`config.mk`:
```
export PLATFORM = sky130hd
export DESIGN_NAME = fetch_top
export DESIGN_NICKNAME = d
export VERILOG_FILES = /design/src/logic/fetch_pkg.sv /design/src/logic/fetch_result_if.sv /design/src/logic/fetch_packer.sv /design/src/logic/fetch_top.sv /design/src/logic/if_stage.sv /design/src/logic/redirect_unit.sv
export SDC_FILE = /design/constraint.sdc
export NUM_CORES = 1
export LEC_CHECK = 0
export BUFFER_PORTS_ARGS = -buffer_cell sky130_fd_sc_hd__buf_2
export CAP_MARGIN = 20
export CORE_UTILIZATION = 52
export DETAILED_ROUTE_END_ITERATION = 6
export HOLD_SLACK_MARGIN = 0.06
export PLACE_DENSITY = 0.81
export SYNTH_ARGS = -nofsm -noshare
export SYNTH_HDL_FRONTEND = slang
export SYNTH_HIERARCHICAL = 1
export SYNTH_SLANG_ARGS = --single-unit
```
`constraint.sdc`:
```
create_clock -name clk -period 8.3 [get_ports clk]
set_input_delay 0.415 -clock clk [delete_from_list [all_inputs] [get_ports clk]]
set_output_delay 0.415 -clock clk [all_outputs]
set_load 0.05 [all_outputs]
```
`src/logic/fetch_pkg.sv`:
```
/* fetch package
   widths, reset pc, opcode constants and the enums shared by the fetch blocks */
package fetch_pkg;

  localparam int xlen   = 64;  // register and address width
  localparam int inst_w = 32;  // instruction width

  localparam logic [xlen-1:0] pc_start = 64'h0000_0000_8000_0000;
  localparam logic [xlen-1:0] pc_step  = 64'd4;  // no compressed instructions

  // major opcodes, inst[6:0]
  localparam logic [6:0] opc_load      = 7'b000_0011;
  localparam logic [6:0] opc_misc_mem  = 7'b000_1111;
  localparam logic [6:0] opc_op_imm    = 7'b001_0011;
  localparam logic [6:0] opc_auipc     = 7'b001_0111;
  localparam logic [6:0] opc_op_imm_32 = 7'b001_1011;
  localparam logic [6:0] opc_store     = 7'b010_0011;
  localparam logic [6:0] opc_op        = 7'b011_0011;
  localparam logic [6:0] opc_lui       = 7'b011_0111;
  localparam logic [6:0] opc_op_32     = 7'b011_1011;
  localparam logic [6:0] opc_branch    = 7'b110_0011;
  localparam logic [6:0] opc_jalr      = 7'b110_0111;
  localparam logic [6:0] opc_jal       = 7'b110_1111;
  localparam logic [6:0] opc_system    = 7'b111_0011;

  // coarse class handed to the pipeline with each instruction
  typedef enum logic [2:0] {
    op_alu     = 3'd0,
    op_load    = 3'd1,
    op_store   = 3'd2,
    op_branch  = 3'd3,
    op_jal     = 3'd4,
    op_jalr    = 3'd5,
    op_system  = 3'd6,
    op_illegal = 3'd7
  } op_class_e;

  // fetch FSM
  typedef enum logic [1:0] {
    idle = 2'd0,  // waiting for the first refresh
    addr = 2'd1,  // request on the bus
    retn = 2'd2   // item held for the pipeline
  } fetch_state_e;

endpackage

```
`src/logic/fetch_result_if.sv`:
```
/* fetch result channel
   one fetched item from the bus FSM to the packer */
`timescale 1ns/1ps

interface fetch_result_if;

  logic                         done;        // item presented
  logic [fetch_pkg::xlen-1:0]   pc;          // address of the item
  logic [fetch_pkg::inst_w-1:0] inst;        // raw instruction word
  logic                         redirected;  // successor came from a redirect

  // bus FSM side
  modport producer (
    output done,
    output pc,
    output inst,
    output redirected
  );

  // packer side, read only
  modport consumer (
    input done,
    input pc,
    input inst,
    input redirected
  );

endinterface

```
`src/logic/fetch_packer.sv`:
```
/* fetch packer
   pre-decodes the fetched word into an opcode class and drives the pipeline output */
`timescale 1ns/1ps

module fetch_packer (
  fetch_result_if.consumer             res,
  output logic                         fetch_valid,
  output logic [fetch_pkg::xlen-1:0]   fetch_pc,
  output logic [fetch_pkg::inst_w-1:0] fetch_inst,
  output fetch_pkg::op_class_e         fetch_op,
  output logic                         fetch_redirected
);

  logic [6:0]           opcode;
  fetch_pkg::op_class_e op_dec;

  assign opcode = res.inst[6:0];

  always_comb begin
    op_dec = fetch_pkg::op_illegal;
    if (opcode[1:0] == 2'b11) begin  // otherwise compressed, not supported
      case (opcode)
        fetch_pkg::opc_op,
        fetch_pkg::opc_op_imm,
        fetch_pkg::opc_op_32,
        fetch_pkg::opc_op_imm_32,
        fetch_pkg::opc_lui,
        fetch_pkg::opc_auipc:
          op_dec = fetch_pkg::op_alu;
        fetch_pkg::opc_load:
          op_dec = fetch_pkg::op_load;
        fetch_pkg::opc_store:
          op_dec = fetch_pkg::op_store;
        fetch_pkg::opc_branch:
          op_dec = fetch_pkg::op_branch;
        fetch_pkg::opc_jal:
          op_dec = fetch_pkg::op_jal;
        fetch_pkg::opc_jalr:
          op_dec = fetch_pkg::op_jalr;
        fetch_pkg::opc_system,
        fetch_pkg::opc_misc_mem:
          op_dec = fetch_pkg::op_system;  // fence handled with system ops
        default:
          op_dec = fetch_pkg::op_illegal;
      endcase
    end
  end

  // output only carries data while an item is presented
  assign fetch_valid      = res.done;
  assign fetch_redirected = res.done & res.redirected;

  always_comb begin
    if (res.done) begin
      fetch_pc   = res.pc;
      fetch_inst = res.inst;
      fetch_op   = op_dec;
    end else begin
      fetch_pc   = '0;
      fetch_inst = '0;
      fetch_op   = fetch_pkg::op_illegal;
    end
  end

endmodule

```
`src/logic/fetch_top.sv`:
```
/* instruction fetch top
   bus FSM, redirect holding and pre-decode behind plain ports */
`timescale 1ns/1ps

module fetch_top (
  input  logic                         clk,
  input  logic                         rst,
  input  logic                         refresh,
  input  logic                         bj_ena,
  input  logic [fetch_pkg::xlen-1:0]   bj_pc,
  input  logic                         excp_ena,
  input  logic [fetch_pkg::xlen-1:0]   excp_pc,
  output logic                         bus_valid,
  input  logic                         bus_ready,
  output logic [fetch_pkg::xlen-1:0]   bus_addr,
  input  logic [fetch_pkg::xlen-1:0]   bus_rdata,
  output logic                         fetch_valid,
  output logic [fetch_pkg::xlen-1:0]   fetch_pc,
  output logic [fetch_pkg::inst_w-1:0] fetch_inst,
  output fetch_pkg::op_class_e         fetch_op,
  output logic                         fetch_redirected
);

  logic                       redirect_valid;
  logic [fetch_pkg::xlen-1:0] redirect_pc;
  logic                       take;

  fetch_result_if res_if ();

  redirect_unit u_redirect_unit (
    .clk            (clk),
    .rst            (rst),
    .bj_ena         (bj_ena),
    .bj_pc          (bj_pc),
    .excp_ena       (excp_ena),
    .excp_pc        (excp_pc),
    .take           (take),
    .redirect_valid (redirect_valid),
    .redirect_pc    (redirect_pc)
  );

  if_stage u_if_stage (
    .clk            (clk),
    .rst            (rst),
    .refresh        (refresh),
    .redirect_valid (redirect_valid),
    .redirect_pc    (redirect_pc),
    .take           (take),
    .bus_valid      (bus_valid),
    .bus_ready      (bus_ready),
    .bus_addr       (bus_addr),
    .bus_rdata      (bus_rdata),
    .res            (res_if.producer)
  );

  fetch_packer u_fetch_packer (
    .res              (res_if.consumer),
    .fetch_valid      (fetch_valid),
    .fetch_pc         (fetch_pc),
    .fetch_inst       (fetch_inst),
    .fetch_op         (fetch_op),
    .fetch_redirected (fetch_redirected)
  );

endmodule

```
`src/logic/if_stage.sv`:
```
/* instruction fetch stage
   bus master FSM holding the fetch address and the last fetched pc and instruction */
`timescale 1ns/1ps

module if_stage (
  input  logic                       clk,
  input  logic                       rst,
  input  logic                       refresh,         // start the next fetch
  input  logic                       redirect_valid,
  input  logic [fetch_pkg::xlen-1:0] redirect_pc,
  output logic                       take,            // redirect consumed
  output logic                       bus_valid,
  input  logic                       bus_ready,
  output logic [fetch_pkg::xlen-1:0] bus_addr,
  input  logic [fetch_pkg::xlen-1:0] bus_rdata,
  fetch_result_if.producer           res
);

  fetch_pkg::fetch_state_e state;
  fetch_pkg::fetch_state_e state_nxt;

  logic handshake;

  logic [fetch_pkg::xlen-1:0]   pc_q;
  logic [fetch_pkg::inst_w-1:0] inst_q;
  logic                         redirected_q;

  assign bus_valid = (state == fetch_pkg::addr);
  assign handshake = bus_valid & bus_ready;
  assign take      = handshake;  // next address is loaded in this cycle

  always_ff @(posedge clk) begin
    if (rst) begin
      state <= fetch_pkg::idle;
    end else begin
      state <= state_nxt;
    end
  end

  always_comb begin
    state_nxt = state;
    case (state)
      fetch_pkg::idle: begin
        if (refresh) state_nxt = fetch_pkg::addr;
      end
      fetch_pkg::addr: begin
        if (handshake) state_nxt = fetch_pkg::retn;  // single outstanding request
      end
      fetch_pkg::retn: begin
        if (refresh) state_nxt = fetch_pkg::addr;
      end
      default: state_nxt = fetch_pkg::idle;
    endcase
  end

  // fetch address, starts at the reset pc
  always_ff @(posedge clk) begin
    if (rst) begin
      bus_addr <= fetch_pkg::pc_start;
    end else if (handshake) begin
      if (redirect_valid) begin
        bus_addr <= redirect_pc;
      end else begin
        bus_addr <= bus_addr + fetch_pkg::pc_step;
      end
    end
  end

  // captured item
  always_ff @(posedge clk) begin
    if (handshake) begin
      pc_q         <= bus_addr;
      inst_q       <= bus_rdata[fetch_pkg::inst_w-1:0];  // upper half unused
      redirected_q <= redirect_valid;
    end
  end

  assign res.done       = (state == fetch_pkg::retn) && !refresh;
  assign res.pc         = pc_q;
  assign res.inst       = inst_q;
  assign res.redirected = redirected_q;

  // request held until the slave accepts it
  a_bus_hold: assert property (
    @(posedge clk) disable iff (rst)
    bus_valid && !bus_ready |=> bus_valid && $stable(bus_addr)
  ) else $error("bus request dropped or changed before handshake");

endmodule

```
`src/logic/redirect_unit.sv`:
```
/* redirect unit
   holds one branch or exception target until the fetch FSM takes it, exceptions first */
`timescale 1ns/1ps

module redirect_unit (
  input  logic                       clk,
  input  logic                       rst,
  input  logic                       bj_ena,
  input  logic [fetch_pkg::xlen-1:0] bj_pc,
  input  logic                       excp_ena,
  input  logic [fetch_pkg::xlen-1:0] excp_pc,
  input  logic                       take,
  output logic                       redirect_valid,
  output logic [fetch_pkg::xlen-1:0] redirect_pc
);

  logic                       pend_valid;
  logic                       pend_excp;  // pending target is an exception
  logic [fetch_pkg::xlen-1:0] pend_pc;

  logic excp_held;

  assign excp_held = pend_valid & pend_excp;

  // bypass so a request is visible the cycle it arrives
  assign redirect_valid = pend_valid | bj_ena | excp_ena;

  always_comb begin
    if (excp_ena) begin
      redirect_pc = excp_pc;
    end else if (bj_ena && !excp_held) begin
      redirect_pc = bj_pc;
    end else begin
      redirect_pc = pend_pc;
    end
  end

  always_ff @(posedge clk) begin
    if (rst) begin
      pend_valid <= 1'b0;
      pend_excp  <= 1'b0;
    end else if (take) begin
      pend_valid <= 1'b0;  // anything arriving now went out through the bypass
      pend_excp  <= 1'b0;
    end else if (excp_ena) begin
      pend_valid <= 1'b1;
      pend_excp  <= 1'b1;
    end else if (bj_ena && !excp_held) begin
      pend_valid <= 1'b1;
      pend_excp  <= 1'b0;
    end
  end

  always_ff @(posedge clk) begin
    if (!take) begin
      if (excp_ena) begin
        pend_pc <= excp_pc;
      end else if (bj_ena && !excp_held) begin
        pend_pc <= bj_pc;
      end
    end
  end

  // a taken redirect is gone next cycle unless a fresh one shows up
  a_take_clears: assert property (
    @(posedge clk) disable iff (rst)
    take |=> !redirect_valid || bj_ena || excp_ena
  ) else $error("redirect still pending after take");

endmodule

```
Word level (Yosys, flattened, before mapping)
Index checks and enable logic that the tools add are counted.
{"block": "totals", "latchBits": 0, "n_memories": 0, "ram_bits": 0, "romBits": 0, "out_inout_bits": 166, "reg_bits": 229, "input_bits": 198, "wordCells": 58}
{"block": "op_classes", "mux": 15, "n_lt_le_gt_ge": 0, "div": 0, "reduce_logical": 11, "mul": 0, "n_bitwise": 5, "n_addsub": 1, "n_shift": 0, "eq_ne": 18}
{"op": "two-way mux 64 bit", "count": 4}
{"op": "adder 64 x 3 -> 64 bit, second input constant", "count": 1}
{"op": "two-way mux 32 bit", "count": 1}
{"op": "equality test 7 x 6 -> 1 bit, second input constant", "count": 4}
{"op": "equality test 7 bit, second input constant", "count": 4}
{"op": "equality test 7 x 5 -> 1 bit, second input constant", "count": 3}
{"op": "one-hot mux 3 bit (7 select lines)", "count": 1}
{"op": "equality test 7 x 2 -> 1 bit, second input constant", "count": 1}
{"op": "equality test 7 x 4 -> 1 bit, second input constant", "count": 1}
{"op": "two-way mux 3 bit", "count": 2}
{"op": "OR reduction 2 bit", "count": 3}
{"op": "OR reduction 6 bit", "count": 1}
{"op": "equality test 2 bit, second input constant", "count": 2}
{"op": "two-way mux 1 bit", "count": 4}
{"op": "two-way mux 2 bit", "count": 2}
{"op": "one-hot mux 2 bit (2 select lines)", "count": 1}
{"op": "AND 1 bit", "count": 3}
{"op": "equality test 2 x 1 -> 1 bit, second input constant", "count": 1}
{"op": "logical AND 1 bit", "count": 2}
{"op": "logical NOT 1 bit", "count": 2}
{"op": "logical NOT 2 bit", "count": 1}
{"op": "inequality test 2 x 1 -> 1 bit, second input constant", "count": 1}
{"op": "inequality test 2 bit, second input constant", "count": 1}
{"op": "bitwise OR 1 bit", "count": 2}
{"op": "other kinds (2)", "count": 2}

Logic depth before layout (Yosys ltp)
Gate-level depths: netlist of run 1.
{"block": "depth", "word_depth": 6, "mapped_depth": 9, "depth_no_buf": 8}

Hierarchy
Netlist of run 1, hierarchy kept.
{"module": "if_stage", "area_per_inst_um2": 7278.2, "seq_area_each_um2": 4234.1, "cells_per_inst": 700, "instances": 1}
{"module": "redirect_unit", "area_per_inst_um2": 4030.1, "seq_area_each_um2": 1961.9, "cells_per_inst": 357, "instances": 1}
{"module": "fetch_packer", "area_per_inst_um2": 788.3, "seq_area_each_um2": 0.0, "cells_per_inst": 128, "instances": 1}

Worst setup path after synthesis of run 1
OpenSTA, ideal clock, no wires.
{"block": "synth_path", "path_kind": "reg2reg", "startpoint": "register u_if_stage.state[0]", "endpoint": "register u_redirect_unit/pend_pc[0] (netlist bit), enable pin", "t_arrival_ns": 7.213, "required_time_ns": 7.640, "n_path_buf": 2, "path_stages_with_launch": 7, "synth_period_minus_slack_ns": 7.873, "setup_slack_ns": 0.427, "path_cell_list": "dfxtp_1 nor2b_1 nand2_1 inv_1 clkbuf_1 clkbuf_1 inv_1"}
{"block": "synth_via", "elab_chain_len": 2}
{"item": "start, declared", "line_no": "if_stage.sv:19", "source": "fetch_pkg::fetch_state_e state;"}
{"item": "start signal, assigned", "line_no": "if_stage.sv:34", "source": "state <= fetch_pkg::idle;"}
{"item": "start signal, assigned", "line_no": "if_stage.sv:36", "source": "state <= state_nxt;"}
{"item": "equality test 2 x 1 -> 1 bit", "line_no": "if_stage.sv:28", "source": "assign bus_valid = (state == fetch_pkg::addr);"}
{"item": "net bus_valid", "line_no": "fetch_top.sv:13", "source": "output logic bus_valid,"}
{"item": "AND 1 bit", "line_no": "if_stage.sv:29", "source": "assign handshake = bus_valid & bus_ready;"}
{"item": "net take", "line_no": "fetch_top.sv:26", "source": "logic take;"}
{"item": "end signal, assigned", "line_no": "redirect_unit.sv:57", "source": "pend_pc <= excp_pc;"}
{"item": "end signal, assigned", "line_no": "redirect_unit.sv:59", "source": "pend_pc <= bj_pc;"}
{"item": "end, declared", "line_no": "redirect_unit.sv:19", "source": "logic [fetch_pkg::xlen-1:0] pend_pc;"}
The timed path passes the listed nets, and every way through them passes these cells.
A chain may end at the register's enable or synchronous reset.

Worst setup path in the final report of run 1
{"block": "layout_path", "startpoint": "register u_if_stage.state[0]", "endpoint": "register u_if_stage/bus_addr[5] (netlist bit)"}
{"block": "layout_via", "elab_chain_len": 2}
{"item": "equality test 2 x 1 -> 1 bit", "line_no": "if_stage.sv:28"}
{"item": "AND 1 bit", "line_no": "if_stage.sv:29"}
{"item": "net take", "line_no": "fetch_top.sv:26"}
{"item": "end signal, assigned", "line_no": "if_stage.sv:59", "source": "bus_addr <= fetch_pkg::pc_start;"}
{"item": "end signal, assigned", "line_no": "if_stage.sv:62", "source": "bus_addr <= redirect_pc;"}
{"item": "end signal, assigned", "line_no": "if_stage.sv:64", "source": "bus_addr <= bus_addr + fetch_pkg::pc_step;"}
{"item": "end, declared", "line_no": "if_stage.sv:14", "source": "output logic [fetch_pkg::xlen-1:0] bus_addr,"}
The timed path passes the listed nets, and every way through them passes these cells.

==> flow_summary.toml, run 1 <==
[run_status]
outcome = "finished with violations"
violations = "design-rule violations"

[layout]
final_common_cell = "buf_2"
nets = 1703
diodes = 0
final_cell_mix = "buf_2 (330), edfxtp_1 (161), a21oi_2 (120)"
final_cells = 1809
flow.area_growth_from_synthesis_pct = 23.9
drive_gt1_share_pct = 35.3

[detailed_routing]
drt-initial-drc-count = 1201
drc = 27
drt-total-wl_um = 35100
first_pass_iters = 7
dr_total_vias = 10700
via_per_inst = 5.90
antenna_left = 0
wire_per_inst_um = 19.4

[clock_network]
clk_path_buf_depth = 3
cts_buffers = 26
cts_resized = 0
root_buffer = "clkbuf_16"
cts_tree = "done"
cts-htree-levels = 1
clkSinkCount = 229
clk_latency_ps = 530
clk_pin_slew_ps = 60

[place]
place_hpwl_um = 23600
place_congestion = 0.903
dp_slack_ps = 5060
placed_cells = 1732
portBuffers = 331

[synth]
ys_seq_elements = 229
syn_inst = 1185
yosys_warnings = 6
ys_seq_area_share_pct = 51.2
synth_cell_types = 73
async_reset_ff_share_pct = 0
netlist_area_um2 = 12100
synth_mux_area_share_pct = 1.32
synth_compound_area_share_pct = 18.9
synth_top_family_by_area = "simple AND/OR/NAND/NOR gates"
synth_top_flop_cell = "edfxtp_1"
syn_nets = 1384
synth_edf_count = 161
synthSimpleGateAreaFrac_pct = 23.9
synthAdderAreaFrac_pct = 0.103
syn_area_per_cell_um2 = 10.2
synth_xor_area_share_pct = 0.0724

[sta]
max_slew_margin_pct = 27.1
setup-tns-final_ps = 0
clock_skew_ps = 8.95
hold_violations = 0
maxSlewViolCount = 0
tightest_slew_ps = 1090
fmax_ghz = 0.302
period_needed_ps = 3320
setup_viol = 0
finalCritPeriodShare_pct = 39.9
rsz0062_at_grt = "no"
setup_ws_ps = 4980

[global_route]
grt_pass1_vias = 9802
grt.overflow.total = 0
grt_max_degree = 96
grt_pass1_wl_um = 53900
antenna_found_initial = 0
track_usage_pct = 28.6

[floorplanning]
die_area_um2 = 23900
io_pins = 364
die_x_um = 155
row_count = 55
initial_core_util_pct = 53.3
design.core.area_um2 = 22700
die_h_um = 155

[job]
cap_violations = 0

[worst_setup_path]
cp-end-kind = "flop"
cp_max_fo = 95
critPathKind = "reg -> reg"
critPathRequiredTime_ps = 8690
cp-start-kind = "flop"
worstPathArrival_ps = 3710

[power]
vdd_drop_max_uv = 122
p_per_area_nw_per_um2 = 203
leakage_nw = 5.99

[worst_hold_path]
hold_class = "in -> reg"
cells in the mapped netlist, types with 19 or more instances:
library cell  instances  area share (%)
nand4_1              23             1.2
nor2b_1              71             3.7
a21oi_2             120             8.7
a31oi_1              25             1.3
and3_1               19            0.98
nor2_1               68             2.1
dfxtp_1              68              11
clkbuf_1             48             1.5
nor3_1               22            0.91
o21ai_0              40             1.7
nand3_1              41             1.7
a21oi_1              61             2.5
nand2_1             119             3.7
edfxtp_1            161              40
and2_1               98             5.1
metal layers:
layer / global-route usage [%] / part of all wire [%]
met1: 41.6 / 43
met2: 42.1 / 44
met3: 6.05 / 10
met4: 10.0 / 2.8
met5: 0 / 0
critical path, stage by stage, from the launching register on:
cell and delay [ps]:
dfxtp_1 380, nor2b_1 240, nand2_2 80, buf_4 320, inv_6 590, buf_4 850, o21ai_0 220, a21oi_1 230
nor2_1 60
repair_timing:
action	in CTS	in global routing
hold buffers	26	3
setup buffers	0	0
endpoints found under the hold margin	26	3
layout make-up:
| cell class | instances | area, um2 |
|---|---|---|
| Fill cell | 1756 | 7720 |
| Sequential cell | 229 | 6200 |
| Multi-Input combinational cell | 863 | 5380 |
| Timing Repair Buffer | 371 | 2030 |
| Clock buffer | 29 | 683 |
| Tap cell | 285 | 357 |
| Clock inverter | 19 | 288 |
| Inverter | 13 | 53.8 |
logic make-up after synthesis:
| group | Yosys count |
|---|---|
| compound gates | 319 |
| xor+xnor | 1 |
| fa+ha+maj | 1 |
| buf+inv | 93 |
| flops | 229 |
| mux | 16 |
| simple gates | 526 |
worst paths after layout:
path	start	endpoint	slack, ps	depth (start not counted)
min	bus_rdata[13]	u_if_stage/res.inst[13]	70	1
min reg2reg	u_if_stage/bus_addr[0]	u_if_stage/bus_addr[0]	490	2
max reg2reg	u_if_stage/state[0]	u_if_stage/bus_addr[5]	4980	8
max	u_if_stage/state[0]	u_if_stage/bus_addr[5]	4980	8
sequential cells by signal, summed over array words and instances (netlist names):
name                        flops
u_redirect_unit/pend_pc        64
u_if_stage/res.redirected       1
u_if_stage/bus_addr            64
u_redirect_unit/pend_valid      1
u_if_stage/res.pc              64
u_if_stage/res.inst            32
u_redirect_unit/pend_excp       1
u_if_stage/state                2
report_power, final:
group          leakage, nW  total, W  switching (W)  internal, W
combinational         3.40  0.000395       0.000264     0.000131
clock                0.468   0.00130       0.000482     0.000813
sequential            2.12   0.00136      0.0000527      0.00130
total                 5.99   0.00305       0.000799      0.00225
stage by stage:
stage	utilization [%]	hold slack (ps)	cell area (um2)	power, W
after floorplan	-	491	12100	0.00164
after global placement	60.5	486	13700	0.00175
after detailed placement	60.5	484	13700	0.00176
after CTS	65.9	60.4	15000	0.00305
after global routing	66.0	63.2	15000	0.00314
final	66.0	69.5	15000	0.00305
No activity file was read; power rests on OpenSTA's default activity.
==> inputs of run 2 (changes only) <==
- ABC_AREA: default -> 1
- CORE_UTILIZATION: 52 -> 53
- clock period: 8.3 -> 3.4 ns (I/O delays scaled with it)
==> run 2 against run 1 <==
Against the previous run: the flow still finishes with violations (design-rule violations); count of clock-buffer cells in the layout rose by 10; clock power grew 110%; first-iteration DRC count is 44% higher; sequential share of layout area shrank 4.0 points; worst hold slack better by 11 ps; routed wire length increased by 23%; via count is 25% higher; non-clock buffer count grew 75; sequential power is 140% higher; clock skew grew 5.5 ps; die area up 5.5%; critical endpoint is now fetch_pc[7]; largest cell class unchanged; highest routed layer unchanged.
==> flow_summary.toml, run 2 <==
[power]
netSwitchingFraction_pct = 26.3
combPwrFrac_pct = 14.0
p_int_w = 0.00521
vdd_drop_max_uv = 290
p_sw_w = 0.00186
leakage_nw = 8.31
p_clk_share_pct = 39.5
p_per_area_nw_per_um2 = 426
seqPwrFrac_pct = 46.5

[detailed_routing]
wire_per_inst_um = 17.1
dr_total_vias = 13300
first_pass_iters = 7
via_per_inst = 5.32
drt-initial-drc-count = 1728
drt-total-wl_um = 43000
drc = 1
antenna_left = 0

[clock_network]
postCtsHoldBufs = 97
postCtsSetupRepairBufs = 0
cts_buffers = 25
cts-htree-levels = 1
clk_path_buf_depth = 3
root_buffer = "clkbuf_16"
cts_resized = 0
cts_tree = "done"
clkSinkCount = 229
clk_latency_ps = 520
clk_pin_slew_ps = 60

[synth]
ys_seq_area_share_pct = 47.6
syn_inst = 1779
yosys-top-cells-area = "edfxtp_1 (37%), nand2_1 (16%), dfxtp_1 (10%)"
synth_edf_count = 161
syn_nets = 1978
synth_top_flop_cell = "edfxtp_1"
yosys_warnings = 6
netlist_area_um2 = 13000
synth_most_common_cell = "nand2_1"
synth_top_area_share_pct = 37.2
synth_cell_types = 41
ys_seq_elements = 229
async_reset_ff_share_pct = 0
syn_area_per_cell_um2 = 7.31
synth_commonest_cells = "nand2_1 (563), inv_1 (300), nor2_1 (201)"
synth_top_area_cell = "edfxtp_1"

[place]
place_congestion = 1.02
portBuffers = 331
placed_cell_area_um2 = 14700
place_hpwl_um = 28600

[sta]
maxSlewViolCount = 0
finalCritPeriodShare_pct = 73.3
setup_viol = 0
max_slew_margin_pct = 44.7
fmax_ghz = 0.401
setup-tns-final_ps = 0
clock_skew_ps = 14.4
hold_violations = 0
period_needed_ps = 2490
rsz0062_at_grt = "no"
tightest_slew_ps = 830

[floorplanning]
io_pins = 364
die_h_um = 159
die_area_um2 = 25200
initial_core_util_pct = 54.8
row_count = 56
design.core.area_um2 = 23800
die_x_um = 159

[global_route]
grt_pass1_vias = 12200
grt_pass1_wl_um = 63900
track_usage_pct = 32.8
antenna_found_initial = 0
grt.overflow.total = 0
grt_max_degree = 114

[worst_setup_path]
cp-end-kind = "output pin"
critPathRequiredTime_ps = 3230
critPathKind = "reg -> out"
reg2reg_slack_ps = 1180
worstPathArrival_ps = 2320
cp-start-kind = "flop"
worstReg2RegStart = "u_if_stage/bus_addr[2]"
reg2reg_to = "u_if_stage/bus_addr[52]"
reg2reg_depth = 10
cp_max_fo = 34

[layout]
flow.area_growth_from_synthesis_pct = 27.4
final_area_um2 = 16600
drive_gt1_share_pct = 20.7
final_cell_mix = "nand2_1 (561), buf_2 (331), inv_1 (297)"
diodes = 0
nets = 2371
final_common_cell = "nand2_1"
fillCellCount = 1860

[run_status]
violations = "design-rule violations"
outcome = "finished with violations"

[worst_hold_path]
holdPathEnd = "u_redirect_unit/pend_pc[15]"
hold_class = "in -> reg"
min_from = "bj_pc[15]"
whs_path_depth = 5

[job]
cap_violations = 0
[run 2: how the worst max path moves through the flow]
stage | from | endpoint | slack [ps]
global route | u_if_stage/state[0] | fetch_pc[37] | 740
CTS | u_if_stage/state[0] | fetch_pc[18] | 910
floorplan | u_if_stage/state[0] | u_redirect_unit/pend_pc[0] | 40
finish | u_if_stage/state[0] | fetch_pc[7] | 910
detailed placement | u_if_stage/state[0] | u_if_stage/bus_addr[10] | 1160
global placement | u_if_stage/state[0] | u_if_stage/bus_addr[10] | 1230
[run 2: kinds of logic (layout without fill, tap and decap cells)]
logic type	Yosys count	after routing	share of synthesized area (%)
AND/OR/NAND/NOR	1025	1025	33.2
buffers and inverters	389	800	12.8
flip-flops	229	229	47.6
AO/OA/AOI/OAI	135	135	6.33
adder cells (fa/ha/maj)	1	1	0.0961
[run 2: metrics by stage]
step / total power (W) / setup WS [ps] / hold WS, ps / instances / utilization (%)
detailed placement: 0.00421 / 1160 / 348 / 2366 / 62.0
global route: 0.00729 / 740 / 89.8 / 2509 / 69.8
global placement: 0.00418 / 1230 / 347 / 2366 / 62.0
floorplan: 0.00393 / 44.8 / 269 / 1779 / -
finish: 0.00707 / 907 / 80.3 / 2509 / 69.8
CTS: 0.00706 / 915 / 78.6 / 2508 / 69.7
[run 2: critical path, stage by stage (launching register included)]
cell	delay, ps
dfxtp_1	300
inv_1	90
nand2_1	90
nor2_4	380
buf_4	440
nand2_1	120
inv_1	100
buf_2	260
[run 2: metal layers]
| layer | up-vias | global-route usage [%] | share of wire [%] |
|---|---|---|---|
| li1 | 6366 | - | - |
| met1 | 6010 | 40.6 | 39 |
| met2 | 831 | 56.8 | 47 |
| met3 | 138 | 4.79 | 9.8 |
| met4 | 0 | 14.4 | 4.3 |
| met5 | - | 0 | 0 |
[run 2: power by group through the flow]
stage	combinational, W	clock [W]	sequential [W]
detailed placement	0.000868	0	0.00334
CTS	0.000963	0.00281	0.00328
global route	0.00107	0.00292	0.00330
finish	0.000990	0.00279	0.00329
floorplan	0.000516	0	0.00341
global placement	0.000850	0	0.00333
[run 2: layout make-up]
type,count,area (um2),area share (%)
sequential,229,6200,37.4
multi-input combinational,1161,5170,31.2
timing repair buffer,446,2800,16.9
inverter,309,1170,7.04
clock buffer,39,761,4.59
tap,319,399,2.41
clock inverter,6,83.8,0.506
==> inputs of run 3 (changes only) <==
- clock period: 3.4 -> 2.5 ns (I/O delays scaled with it)
==> run 3 against run 2 <==
Against the previous run: the flow still finishes with violations (design-rule violations); clock skew down 3.1 ps; count of clock-buffer cells in the layout down 3; global-route usage up 2.6 points; die area unchanged; final area up 3.6%; utilization up 2.5 points; routed wire length up 6.2%; first-iteration DRC count up 15%; setup slack worse by 840 ps; non-clock buffer count up 47; critical path depth up 3.
==> flow_summary.toml, run 3 (synthesis results as in run 2) <==
[power]
vdd_drop_max_uv = 496
p_clk_share_pct = 41.2
leakage_nw = 8.58
p_sw_w = 0.00266
p_per_area_nw_per_um2 = 590
seqPwrFrac_pct = 44.2
combPwrFrac_pct = 14.6
p_int_w = 0.00747
power_w = 0.0101
netSwitchingFraction_pct = 26.3

[floorplanning]
die_area_um2 = 25200
design.core.area_um2 = 23800
die_h_um = 159
die_x_um = 159
initial_core_util_pct = 54.8
io_pins = 364
row_count = 56

[detailed_routing]
first_pass_iters = 7
wl_met3_um = 4300
wl_met1_um = 17600
dr_total_vias = 13900
drc = 1
via_per_inst = 5.41
drt-initial-drc-count = 1985
met2_length_um = 21500
antenna_left = 0
wire_per_inst_um = 17.8
top_layer_used = "met5"
drt-total-wl_um = 45700

[global_route]
track_usage_pct = 35.4
antenna_found_initial = 2
grt_pass1_vias = 12800
grt_pass1_wl_um = 68300
grt_max_degree = 111
grt.overflow.total = 0

[sta]
tightest_slew_ps = 919
setup_ws_ps = 70.3
clock_skew_ps = 11.4
setup_viol = 0
period_needed_ps = 2430
finalCritPeriodShare_pct = 97.2
fmax_ghz = 0.412
hold_violations = 0
rsz0062_at_grt = "no"
maxSlewViolCount = 0
max_slew_margin_pct = 38.6

[worst_setup_path]
critPathRequiredTime_ps = 2380
crit_start = "u_if_stage/state[1]"
cp-start-kind = "flop"
worstReg2RegStart = "u_redirect_unit/pend_valid"
critPathKind = "reg -> out"
cp-end-kind = "output pin"
cp_max_fo = 5
worstPathArrival_ps = 2300

[layout]
drive_gt1_share_pct = 21.1
fillCellCount = 1722
final_cell_mix = "nand2_1 (560), buf_2 (330), inv_1 (296)"
multi_input_area_um2 = 5190
flow.area_growth_from_synthesis_pct = 32.0
final_common_cell = "nand2_1"
final_util_pct = 72.3
nets = 2420
ff_latch_area_um2 = 6200

[place]
place_hpwl_um = 29100
portBuffers = 331
place_congestion = 0.989
dp_slack_ps = 450

[clock_network]
clk_path_buf_depth = 3
cts-htree-levels = 1
clk_latency_ps = 530
clk_pin_slew_ps = 60
cts_buffers = 26
cts_tree = "done"
clkSinkCount = 229
root_buffer = "clkbuf_16"

[run_status]
violations = "design-rule violations"
outcome = "finished with violations"

[worst_hold_path]
min_from = "bj_pc[4]"
hold_class = "in -> reg"

[job]
cap_violations = 0
run 3: changes by cell type in the layout (fill, tap and decap cells not counted), sizes merged:
cell	previous run	this run
diode	0	1
nor2	225	226
clkbuf	39	36
clkinv	3	7
clkinvlp	2	4
dlygate4sd3	97	139
bufinv	2	3
inv	308	307
buf	349	354
run 3: area by class of cell:
class	instances	share of cell area, %
antenna	1	0.0146
inverter	309	6.80
multi-input combinational	1162	30.2
sequential	229	36.1
clock inverter	12	0.852
clock buffer	36	4.74
timing repair buffer	493	19.0
tap	319	2.32
run 3: worst paths after layout:
| kind | endpoint | slack (ps) | depth (start not counted) |
|---|---|---|---|
| max | fetch_op[1] | 70 | 10 |
| min | u_redirect_unit/pend_pc[4] | 70 | 5 |
| max reg2reg | u_redirect_unit/pend_pc[26] | 240 | 7 |
| min reg2reg | u_redirect_unit/pend_excp | 490 | 2 |
run 3: per-stage QoR:
stage	TNS (ps)	std cells	cell area [um2]	hold slack, ps
after floorplan	-12830	1779	13100	224
after global routing	0	2561	17200	74.3
after global placement	0	2371	14800	302
final	0	2561	17200	68.0
after detailed placement	0	2371	14800	303
after CTS	0	2559	17200	60.5
run 3: power by group through the flow:
stage,clock network (W),registers [W],logic (W)
floorplan,0,0.00464,0.000707
global placement,0,0.00454,0.00117
detailed placement,0,0.00455,0.00119
CTS,0.00420,0.00447,0.00143
global route,0.00437,0.00449,0.00160
finish,0.00417,0.00448,0.00148
run 3: what timing repair did:
action / 4_1_cts / 5_1_grt
endpoints found under the setup margin: 2 / 4
pin swaps: 1 / 1
endpoints found under the hold margin: 123 / 0
setup buffers: 0 / 1
hold buffers: 139 / 0
gates resized for setup: 0 / 3
cloned: 1 / 0
run 3: worst max-delay path, stage by stage, from the launching register on:
cell     delay (ps)
dfxtp_1         380
nand2_1         150
nor2_4          230
nand2_1         100
inv_2            80
nand2_1          60
nor2_2          190
nand2_1          80
nor2_1          130
nand2_2         140
buf_4           220
run 3: routing by layer:
| metal | vias to the layer above | GRT usage (%) |
|---|---|---|
| li1 | 6482 | - |
| met1 | 6259 | 44.3 |
| met2 | 917 | 60.0 |
| met3 | 204 | 5.77 |
| met4 | 2 | 16.4 |
| met5 | - | 0 |
